`config.mk`:
```
export PLATFORM = sky130hd
export DESIGN_NAME = mem_adapter_top
export DESIGN_NICKNAME = d
export VERILOG_FILES = /design/src/source/bus_map_pkg.sv /design/src/source/periph_pkg.sv /design/src/source/dec_sel_if.sv /design/src/source/address_decoder.sv /design/src/source/spi_rom_reader.sv /design/src/source/uart_core.sv /design/src/source/mem_adapter_top.sv
export SDC_FILE = /design/constraint.sdc
export NUM_CORES = 1
export LEC_CHECK = 0
export BUFFER_PORTS_ARGS = -buffer_cell sky130_fd_sc_hd__buf_2
export CAP_MARGIN = 10
export CORE_UTILIZATION = 40
export DETAILED_ROUTE_END_ITERATION = 6
export GPL_TIMING_DRIVEN = 1
export PLACE_DENSITY = 0.66
export SLEW_MARGIN = 20
export SYNTH_ARGS = -nofsm -noshare
export SYNTH_HDL_FRONTEND = slang
export SYNTH_SLANG_ARGS = --single-unit
export TNS_END_PERCENT = 100
```
`constraint.sdc`:
```
create_clock -name i_clk -period 4 [get_ports i_clk]
set_input_delay 0.2 -clock i_clk [delete_from_list [all_inputs] [get_ports i_clk]]
set_output_delay 0.2 -clock i_clk [all_outputs]
set_load 0.02 [all_outputs]
```
`src/source/bus_map_pkg.sv`:
```
// 6809 bus map package with the bus widths and the fixed memory map
package bus_map_pkg;

    typedef logic [15:0] addr_t;        // CPU address
    typedef logic [7:0]  data_t;        // Bus byte
    typedef logic [23:0] flash_addr_t;  // SPI flash byte address

    // 4 KB SRAM at the bottom of the map
    localparam addr_t SRAM_BASE = 16'h0000;
    localparam addr_t SRAM_LAST = 16'h0FFF;  // Must stay a power-of-two block

    localparam addr_t ROM_BASE  = 16'hF000;  // ROM up to the vectors
    localparam addr_t UART_BASE = 16'hA000;  // Start of the I/O area

    // UART register offsets from UART_BASE
    localparam addr_t UART_DATA_OFS = 16'd0;  // RX read, TX write
    localparam addr_t UART_STAT_OFS = 16'd1;  // Status, read only
    localparam addr_t UART_CTRL_OFS = 16'd2;  // Control, read and write

endpackage

```
`src/source/periph_pkg.sv`:
```
// Peripheral package with UART register bits, flash command and FSM states
package periph_pkg;

    localparam logic [7:0] FLASH_READ_CMD = 8'h03;  // Slow read, no dummy byte

    // Status register bits
    localparam int STAT_RX_VALID = 0;
    localparam int STAT_TX_BUSY  = 1;
    localparam int STAT_OVERRUN  = 2;

    localparam int CTRL_RX_IRQ_EN = 0;  // Control register bit

    typedef enum logic [1:0] {SPI_IDLE, SPI_SHIFT, SPI_DONE} spi_state_e;

    typedef enum logic [1:0] {TX_IDLE, TX_START, TX_DATA, TX_STOP} uart_tx_state_e;

    typedef enum logic [1:0] {RX_IDLE, RX_START, RX_DATA, RX_STOP} uart_rx_state_e;

endpackage

```
`src/source/dec_sel_if.sv`:
```
// Region select bundle from the address decoder to the peripherals
`timescale 1ns/10ps
interface dec_sel_if;

    logic sram_sel;       // SRAM region, E high
    logic rom_sel;        // ROM region, E high
    logic uart_data_sel;  // UART data register
    logic uart_stat_sel;  // UART status register
    logic uart_ctrl_sel;  // UART control register
    logic rd;             // R/W high with a select active

    modport decoder (
        output sram_sel, rom_sel, uart_data_sel, uart_stat_sel, uart_ctrl_sel, rd
    );

    modport periph (
        input sram_sel, rom_sel, uart_data_sel, uart_stat_sel, uart_ctrl_sel, rd
    );

    modport monitor (
        input sram_sel, rom_sel, uart_data_sel, uart_stat_sel, uart_ctrl_sel, rd
    );

endinterface

```
`src/source/address_decoder.sv`:
```
// Address decoder, turns the 6809 address in the E phase into region selects and SRAM strobes
`timescale 1ns/10ps
module address_decoder (
    input  bus_map_pkg::addr_t i_address,
    input  logic               i_rw,
    input  logic               i_e,
    input  logic               i_q,
    dec_sel_if.decoder         sel,
    output logic               o_sram_ce_n,
    output logic               o_sram_we_n,
    output logic               o_sram_oe_n
);
    import bus_map_pkg::*;

    logic in_sram;
    logic in_rom;
    logic any_sel;

    assign in_sram = (i_address & ~(SRAM_LAST - SRAM_BASE)) == SRAM_BASE;  // Block match
    assign in_rom  = (i_address >= ROM_BASE);                             // Top 4 KB

    // Selects follow E directly
    assign sel.sram_sel      = i_e & in_sram;
    assign sel.rom_sel       = i_e & in_rom;
    assign sel.uart_data_sel = i_e & (i_address == UART_BASE + UART_DATA_OFS);
    assign sel.uart_stat_sel = i_e & (i_address == UART_BASE + UART_STAT_OFS);
    assign sel.uart_ctrl_sel = i_e & (i_address == UART_BASE + UART_CTRL_OFS);

    assign any_sel = sel.sram_sel | sel.rom_sel | sel.uart_data_sel | sel.uart_stat_sel
                   | sel.uart_ctrl_sel;
    assign sel.rd  = i_rw & any_sel;

    assign o_sram_ce_n = ~sel.sram_sel;
    assign o_sram_oe_n = ~(sel.sram_sel & i_rw);
    assign o_sram_we_n = ~(sel.sram_sel & ~i_rw & ~i_q);  // Late E quarter, write data valid

    // The map regions must never overlap, checked mid E phase
    a_one_sel : assert property (@(negedge i_q)
        $onehot0({sel.sram_sel, sel.rom_sel, sel.uart_data_sel, sel.uart_stat_sel,
                  sel.uart_ctrl_sel}));

endmodule

```
`src/source/spi_rom_reader.sv`:
```
// SPI flash ROM reader, fetches the addressed byte and stalls the CPU with MRDY
`timescale 1ns/10ps
module spi_rom_reader #(
    parameter bus_map_pkg::flash_addr_t FLASH_BASE = '0
) (
    input  logic               i_clk,
    input  logic               i_rst_n,
    dec_sel_if.periph          sel,
    input  bus_map_pkg::addr_t i_address,
    input  logic               i_spi_miso,
    output logic               o_spi_clk,
    output logic               o_spi_mosi,
    output logic               o_spi_cs_n,
    output bus_map_pkg::data_t o_rom_data,
    output logic               o_rom_ready,
    output logic               o_mrdy
);
    import bus_map_pkg::*;
    import periph_pkg::*;

    localparam logic [5:0] LAST_BIT = 6'd39;  // 8 cmd + 24 addr + 8 data

    spi_state_e  state;
    logic [31:0] cmd_shreg;   // Command then address, MSB first
    data_t       rx_shreg;
    logic [5:0]  bit_cnt;
    flash_addr_t flash_addr;
    logic        start;

    assign flash_addr  = FLASH_BASE + flash_addr_t'(i_address[11:0]);  // 4 KB window
    assign start       = sel.rom_sel & sel.rd;                          // ROM writes ignored
    assign o_spi_mosi  = cmd_shreg[31] & ~o_spi_cs_n;                   // Quiet when idle
    assign o_rom_ready = (state == SPI_DONE);

    always_ff @(posedge i_clk) begin
        if (!i_rst_n) begin
            state      <= SPI_IDLE;
            o_spi_clk  <= 1'b0;
            o_spi_cs_n <= 1'b1;
            o_mrdy     <= 1'b1;
        end else begin
            case (state)
                SPI_IDLE: begin
                    if (start) begin
                        cmd_shreg  <= {FLASH_READ_CMD, flash_addr};
                        bit_cnt    <= '0;
                        o_spi_cs_n <= 1'b0;
                        o_mrdy     <= 1'b0;  // Stretch E from the next cycle
                        state      <= SPI_SHIFT;
                    end
                end
                SPI_SHIFT: begin
                    if (!o_spi_clk) begin
                        o_spi_clk <= 1'b1;  // Rising edge, flash samples MOSI
                    end else begin
                        o_spi_clk <= 1'b0;  // Falling edge, next MOSI bit
                        cmd_shreg <= {cmd_shreg[30:0], 1'b0};
                        rx_shreg  <= {rx_shreg[6:0], i_spi_miso};  // MISO stable over high phase
                        bit_cnt   <= bit_cnt + 6'd1;
                        if (bit_cnt == LAST_BIT) begin
                            o_rom_data <= {rx_shreg[6:0], i_spi_miso};
                            o_spi_cs_n <= 1'b1;
                            o_mrdy     <= 1'b1;
                            state      <= SPI_DONE;
                        end
                    end
                end
                SPI_DONE: begin
                    if (!sel.rom_sel) begin
                        state <= SPI_IDLE;  // E fell, rearm
                    end
                end
                default: state <= SPI_IDLE;
            endcase
        end
    end

    a_cs_busy : assert property (@(posedge i_clk) disable iff (!i_rst_n)
        !o_spi_cs_n |-> state != SPI_IDLE);

    a_mrdy_idle : assert property (@(posedge i_clk) disable iff (!i_rst_n)
        state == SPI_IDLE |-> o_mrdy);

endmodule

```
`src/source/uart_core.sv`:
```
// UART with data, status and control registers, 8N1 transmitter and receiver, RX interrupt
`timescale 1ns/10ps
module uart_core #(
    parameter int CLKS_PER_BIT = 16
) (
    input  logic               i_clk,
    input  logic               i_rst_n,
    dec_sel_if.periph          sel,
    input  bus_map_pkg::data_t i_wdata,
    output bus_map_pkg::data_t o_uart_rdata,
    input  logic               i_uart_rx,
    output logic               o_uart_tx,
    output logic               o_irq
);
    import bus_map_pkg::*;
    import periph_pkg::*;

    localparam int CNT_W = $clog2(CLKS_PER_BIT);
    localparam logic [CNT_W-1:0] BIT_LAST  = CNT_W'(CLKS_PER_BIT - 1);
    localparam logic [CNT_W-1:0] HALF_LAST = CNT_W'(CLKS_PER_BIT / 2 - 1);

    uart_tx_state_e   tx_state;
    uart_rx_state_e   rx_state;
    logic [CNT_W-1:0] tx_cnt;
    logic [CNT_W-1:0] rx_cnt;
    logic [2:0]       tx_bit;
    logic [2:0]       rx_bit;
    data_t            tx_shreg;
    data_t            rx_shreg;
    data_t            rx_data;
    data_t            ctrl_q;
    logic             rx_valid;
    logic             overrun;
    logic             rx_s1;
    logic             rx_s2;
    logic             uart_sel;
    logic             sel_q;
    logic             wr_stb;
    logic             rd_data_q;
    logic             rd_stat_q;
    logic             rx_done;

    assign uart_sel = sel.uart_data_sel | sel.uart_stat_sel | sel.uart_ctrl_sel;
    assign wr_stb   = uart_sel & ~sel.rd & ~sel_q;  // One write per E phase
    assign rx_done  = (rx_state == RX_STOP) && (rx_cnt == BIT_LAST) && rx_s2;
    assign o_irq    = rx_valid & ctrl_q[CTRL_RX_IRQ_EN];

    always_comb begin
        o_uart_rdata = '0;
        if (sel.uart_data_sel) begin
            o_uart_rdata = rx_data;
        end else if (sel.uart_stat_sel) begin
            o_uart_rdata[STAT_RX_VALID] = rx_valid;
            o_uart_rdata[STAT_TX_BUSY]  = (tx_state != TX_IDLE);
            o_uart_rdata[STAT_OVERRUN]  = overrun;
        end else if (sel.uart_ctrl_sel) begin
            o_uart_rdata = ctrl_q;
        end
    end

    // Register block with read side effects landing when E falls
    always_ff @(posedge i_clk) begin
        if (!i_rst_n) begin
            sel_q     <= 1'b0;
            rd_data_q <= 1'b0;
            rd_stat_q <= 1'b0;
            ctrl_q    <= '0;
            rx_valid  <= 1'b0;
            overrun   <= 1'b0;
        end else begin
            sel_q     <= uart_sel;
            rd_data_q <= sel.uart_data_sel & sel.rd;
            rd_stat_q <= sel.uart_stat_sel & sel.rd;
            if (wr_stb && sel.uart_ctrl_sel) begin
                ctrl_q <= i_wdata;
            end
            if (rx_done) begin
                rx_valid <= 1'b1;  // New byte wins over a clear
            end else if (rd_data_q && !sel.uart_data_sel) begin
                rx_valid <= 1'b0;
            end
            if (rx_done && rx_valid) begin
                overrun <= 1'b1;  // Previous byte never read
            end else if (rd_stat_q && !sel.uart_stat_sel) begin
                overrun <= 1'b0;
            end
        end
    end

    // Transmitter shifts LSB first
    always_ff @(posedge i_clk) begin
        if (!i_rst_n) begin
            tx_state  <= TX_IDLE;
            o_uart_tx <= 1'b1;
        end else begin
            case (tx_state)
                TX_IDLE: begin
                    o_uart_tx <= 1'b1;
                    if (wr_stb && sel.uart_data_sel) begin  // Busy writes never get here
                        tx_shreg  <= i_wdata;
                        tx_cnt    <= '0;
                        o_uart_tx <= 1'b0;  // Start bit
                        tx_state  <= TX_START;
                    end
                end
                TX_START: begin
                    tx_cnt <= tx_cnt + CNT_W'(1);
                    if (tx_cnt == BIT_LAST) begin
                        tx_cnt    <= '0;
                        tx_bit    <= '0;
                        o_uart_tx <= tx_shreg[0];
                        tx_state  <= TX_DATA;
                    end
                end
                TX_DATA: begin
                    tx_cnt <= tx_cnt + CNT_W'(1);
                    if (tx_cnt == BIT_LAST) begin
                        tx_cnt   <= '0;
                        tx_shreg <= {1'b0, tx_shreg[7:1]};
                        tx_bit   <= tx_bit + 3'd1;
                        o_uart_tx <= tx_shreg[1];
                        if (tx_bit == 3'd7) begin
                            o_uart_tx <= 1'b1;  // Stop bit
                            tx_state  <= TX_STOP;
                        end
                    end
                end
                TX_STOP: begin
                    tx_cnt <= tx_cnt + CNT_W'(1);
                    if (tx_cnt == BIT_LAST) begin
                        tx_state <= TX_IDLE;
                    end
                end
                default: tx_state <= TX_IDLE;
            endcase
        end
    end

    // Receiver samples mid-bit behind a two-flop synchronizer
    always_ff @(posedge i_clk) begin
        if (!i_rst_n) begin
            rx_s1    <= 1'b1;
            rx_s2    <= 1'b1;
            rx_state <= RX_IDLE;
        end else begin
            rx_s1  <= i_uart_rx;
            rx_s2  <= rx_s1;
            rx_cnt <= rx_cnt + CNT_W'(1);
            case (rx_state)
                RX_IDLE: begin
                    rx_cnt <= '0;
                    if (!rx_s2) begin
                        rx_state <= RX_START;
                    end
                end
                RX_START: begin
                    if (rx_cnt == HALF_LAST) begin
                        rx_cnt   <= '0;
                        rx_bit   <= '0;
                        rx_state <= rx_s2 ? RX_IDLE : RX_DATA;  // Glitch check
                    end
                end
                RX_DATA: begin
                    if (rx_cnt == BIT_LAST) begin
                        rx_cnt   <= '0;
                        rx_shreg <= {rx_s2, rx_shreg[7:1]};
                        rx_bit   <= rx_bit + 3'd1;
                        if (rx_bit == 3'd7) begin
                            rx_state <= RX_STOP;
                        end
                    end
                end
                RX_STOP: begin
                    if (rx_cnt == BIT_LAST) begin
                        if (rx_s2) begin
                            rx_data <= rx_shreg;  // Framing errors dropped
                        end
                        rx_state <= RX_IDLE;
                    end
                end
                default: rx_state <= RX_IDLE;
            endcase
        end
    end

    a_tx_idle_high : assert property (@(posedge i_clk) disable iff (!i_rst_n)
        tx_state == TX_IDLE |-> o_uart_tx);

endmodule

```
`src/source/mem_adapter_top.sv`:
```
// 6809 memory adapter top, joins decoder, SPI ROM and UART and merges the read data
`timescale 1ns/10ps
module mem_adapter_top #(
    parameter bus_map_pkg::flash_addr_t FLASH_BASE   = '0,
    parameter int                       CLKS_PER_BIT = 16
) (
    input  logic        i_clk,
    input  logic        i_rst_n,
    input  logic [15:0] i_address,
    input  logic        i_rw,
    input  logic        i_e,
    input  logic        i_q,
    input  logic [7:0]  i_data,
    output logic [7:0]  o_data,
    output logic        o_data_oe,    // Drive the data bus
    output logic        o_dben,       // Low releases the CPU data bus
    output logic        o_mrdy,
    output logic        o_sram_ce_n,
    output logic        o_sram_we_n,
    output logic        o_sram_oe_n,
    output logic        o_spi_clk,
    output logic        o_spi_mosi,
    output logic        o_spi_cs_n,
    input  logic        i_spi_miso,
    input  logic        i_uart_rx,
    output logic        o_uart_tx,
    output logic        o_irq
);
    import bus_map_pkg::*;

    data_t rom_data;
    data_t uart_rdata;
    logic  rom_ready;
    logic  uart_sel;
    logic  any_sel;
    logic  rom_wait;

    dec_sel_if u_sel ();

    address_decoder u_dec (
        .i_address   (i_address),
        .i_rw        (i_rw),
        .i_e         (i_e),
        .i_q         (i_q),
        .sel         (u_sel.decoder),
        .o_sram_ce_n (o_sram_ce_n),
        .o_sram_we_n (o_sram_we_n),
        .o_sram_oe_n (o_sram_oe_n)
    );

    spi_rom_reader #(.FLASH_BASE(FLASH_BASE)) u_rom (
        .i_clk       (i_clk),
        .i_rst_n     (i_rst_n),
        .sel         (u_sel.periph),
        .i_address   (i_address),
        .i_spi_miso  (i_spi_miso),
        .o_spi_clk   (o_spi_clk),
        .o_spi_mosi  (o_spi_mosi),
        .o_spi_cs_n  (o_spi_cs_n),
        .o_rom_data  (rom_data),
        .o_rom_ready (rom_ready),
        .o_mrdy      (o_mrdy)
    );

    uart_core #(.CLKS_PER_BIT(CLKS_PER_BIT)) u_uart (
        .i_clk        (i_clk),
        .i_rst_n      (i_rst_n),
        .sel          (u_sel.periph),
        .i_wdata      (i_data),
        .o_uart_rdata (uart_rdata),
        .i_uart_rx    (i_uart_rx),
        .o_uart_tx    (o_uart_tx),
        .o_irq        (o_irq)
    );

    assign uart_sel = u_sel.uart_data_sel | u_sel.uart_stat_sel | u_sel.uart_ctrl_sel;
    assign any_sel  = u_sel.sram_sel | u_sel.rom_sel | uart_sel;
    assign rom_wait = u_sel.rom_sel & u_sel.rd & ~rom_ready;  // Flash byte still in flight

    assign o_data    = u_sel.rom_sel ? rom_data : uart_rdata;  // UART reads zero when unselected
    assign o_data_oe = u_sel.rd & (u_sel.rom_sel | uart_sel);
    assign o_dben    = ~(any_sel & ~rom_wait);

endmodule

```
==> metrics <==
outcome=completed; vias in the first global route=3203; clock sink count=115; Critical Path RT=4.04 ns; Routed WL=9.81 mm; WHS Endpoint=u_uart.ctrl_q[6]; CTS Buf Count=17; Slew Limit Fails=0; port bufs=49; DRC viols=0; die width=116 µm; Placed Area=0.00553 mm²; syn nets=471; # rows=41; worst rel slew slack=23.3%; Mapped Cells=423; CP endpoint kind=flip-flop; ant diodes=0; crit path kind=reg -> reg; fillers=1111; die area=0.0133 mm²; Placement Setup Slack=1.53 ns; Final Hold Viols=0; Worst Tran Pin Value=1.15 ns; Worst Hold Class=in -> reg; Sequential Area=0.00321 mm²; Min Hold Slack=0.0653 ns; share of the synthesized area in the top cell type=53.0%; Area contributors post-synth=edfxtp_1, dfxtp_1, ha_1; Clock Skew=0.0118 ns; Clock transition at path regs=0.05 ns; Max VDD drop=329 µV; Setup crit start kind=flip-flop; DRT Pass-1 Iters=5; cell count of the worst hold path=3; drt via density=5.19; Simple-Gate Fraction of Synth Area=18.3%; io pins=50; top cells by count, synth=edfxtp_1, nand2_1, and2_1; final total power=3.08 mW; Pleak=2.23 nW; multiplexer area fraction after synthesis=2.52%; via count=3400; sequential fraction of the synthesis area=62.3%; area leader, netlist=edfxtp_1; post-synthesis compound-gate area fraction=8.37%; worst setup margin=1.80 ns; Root Driver=clkbuf_16; Worst R2R Start=u_uart.tx_state[0]; area of the multi-input gates=0.00181 mm²; hpwl dp=6.76 mm; Post-Route Utilization=49.2%; Peak Freq=0.455 GHz; R2R depth=4; mean area per synthesized cell=12.2 µm²; CP arrival=2.24 ns; Yosys warnings=0; total negative setup slack=0 ns; post-synth cell types=50; max incr delay on CP=0.60 ns; core outline area=0.0126 mm²; share of post-route cells with drive strength above 1=20.1%; GP Congestion=0.809; die height=116 µm; Syn Std Cell Area=0.00516 mm²; final net count=518; Antenna Nets Post-Route=0; post-route clock period utilization=55.0%; xor/xnor share of the synthesized area=1.53%; Pwr Density=498 mW/mm²; Non-Filler Instances=655; CTS H-tree depth=4; worst reg2reg endpoint=u_uart.tx_shreg[3]; GRT Residual Overflow=0; Tot GR Track Use=16.0%; Finished Cell Area=0.00619 mm²; max-capacitance violation count=0; main combinational cell family by area after synthesis=simple AND/OR/NAND/NOR gates; most common cell in the netlist=edfxtp_1; Seq cells post-synth=115; Clk Latency, worst-skew pair=0.41 ns; initial core utilization=41.0%; largest net degree at the start of global routing=39; worst-path cell chain=inv_1 -> ha_1 -> nor2_1 -> a2111oi_4; first-pass GRT wire length=16.0 mm; Initial DRC Count=224; final setup vio count=0; Hold Path Origin=i_data[6]; CTS tree=yes; predominant post-synthesis flop cell=edfxtp_1; count of flip-flops with a built-in enable after synthesis=91; crit path max-delay cell type=a2111oi_4; Crit Path Max Fanout=16; WL/cell=15.0 µm; clk buf depth=2; dpl cells=621; Final min period=2.20 ns; Synth Area in Adders=4.13%; initial antenna violation count=0; RSZ-0062 raised after global routing=false; P&R area growth vs syn=20.0%; Worst R2R Setup Slack=1.80 ns; Synth async-reset ratio=0%
-- worst max path at each step --
| stage | slack [ns] | cells after the start | start | endpoint |
|---|---|---|---|---|
| floorplan | 1.03 | 5 | i_e | u_rom.bit_cnt[0] |
| global placement | 1.63 | 3 | i_rst_n | u_uart.rx_data[4] |
| detailed placement | 1.53 | 3 | i_rst_n | u_uart.rx_data[7] |
| CTS | 1.77 | 4 | u_uart.tx_state[0] | u_uart.tx_shreg[3] |
| global route | 1.64 | 4 | u_uart.tx_state[0] | u_uart.tx_shreg[3] |
| finish | 1.80 | 4 | u_uart.tx_state[0] | u_uart.tx_shreg[3] |
-- cells in the final DEF (no fill, tap or decap), types with 4 or more instances in the layout --
cell and count:
and2_1 27, and3_1 5, mux2i_1 4, nor3_1 7, inv_1 9, clkbuf_16 17, ha_1 17, a21oi_1 15
xnor2_1 6, mux2_2 8, nand4_1 14, buf_2 49, bufinv_16 5, nand3_1 18, edfxtp_1 91, nor2_1 18
o21ai_0 11, nor2b_1 6, nand2b_1 8, o31ai_1 10, dfxtp_1 24, nand2_1 56, a32oi_1 5
-- repair_timing --
action | CTS | global route
endpoints found under the hold margin | 3 | 0
resized for setup | 0 | 0
setup buffers | 0 | 0
hold buffers | 2 | 0
-- critical path: cells and delay by family (launching register included) --
family	cells	cell delay [ns]
AOI/OAI and AO/OA	1	0.60
adders and majority gates	1	0.57
buffers and inverters	1	0.12
DFF	1	0.34
and+or+nand+nor	1	0.20
-- cells by family (layout without fill, tap and decap cells) --
group,count (synthesis),after routing
fa+ha+maj,17,17
simple gates,177,177
flops,115,115
buf+inv,34,94
compound gates,59,59
xor+xnor,9,9
mux,12,12
-- routing by layer --
metal	wire length, µm	track usage [%]	vias up
met5	0	0	-
met4	113	6.67	0
met3	619	5.44	14
met2	4460	23.2	108
met1	4620	22.0	1628
li1	-	-	1650
-- where the power goes --
group	leakage, nW	internal, mW	switching [mW]
Clock	0.304	1.11	0.509
Sequential	1.04	1.30	0.0137
Combinational	0.892	0.0589	0.0873
-- flip-flops by register name (all words and copies together), names as in the netlist, 2 cells and up, named ones only --
signal            cells
u_uart.tx_state       2
u_uart.tx_cnt         4
u_uart.rx_data        8
u_uart.tx_shreg       8
u_uart.tx_bit         3
u_rom.rx_shreg        7
u_rom.o_rom_data      8
u_rom.cmd_shreg      32
u_uart.rx_shreg       8
u_uart.rx_cnt         4
u_uart.rx_bit         3
u_rom.bit_cnt         6
u_rom.state           2
u_uart.ctrl_q         8
-- area by class of cell --
class,instances,share of cell area [%]
sequential,115,51.9
clock buffer,21,7.28
multi-input combinational,274,29.3
inverter,9,0.546
clock inverter,11,2.95
tap,172,3.48
timing repair buffer,53,4.53
Note: power is estimated with default switching activity, not from simulation.
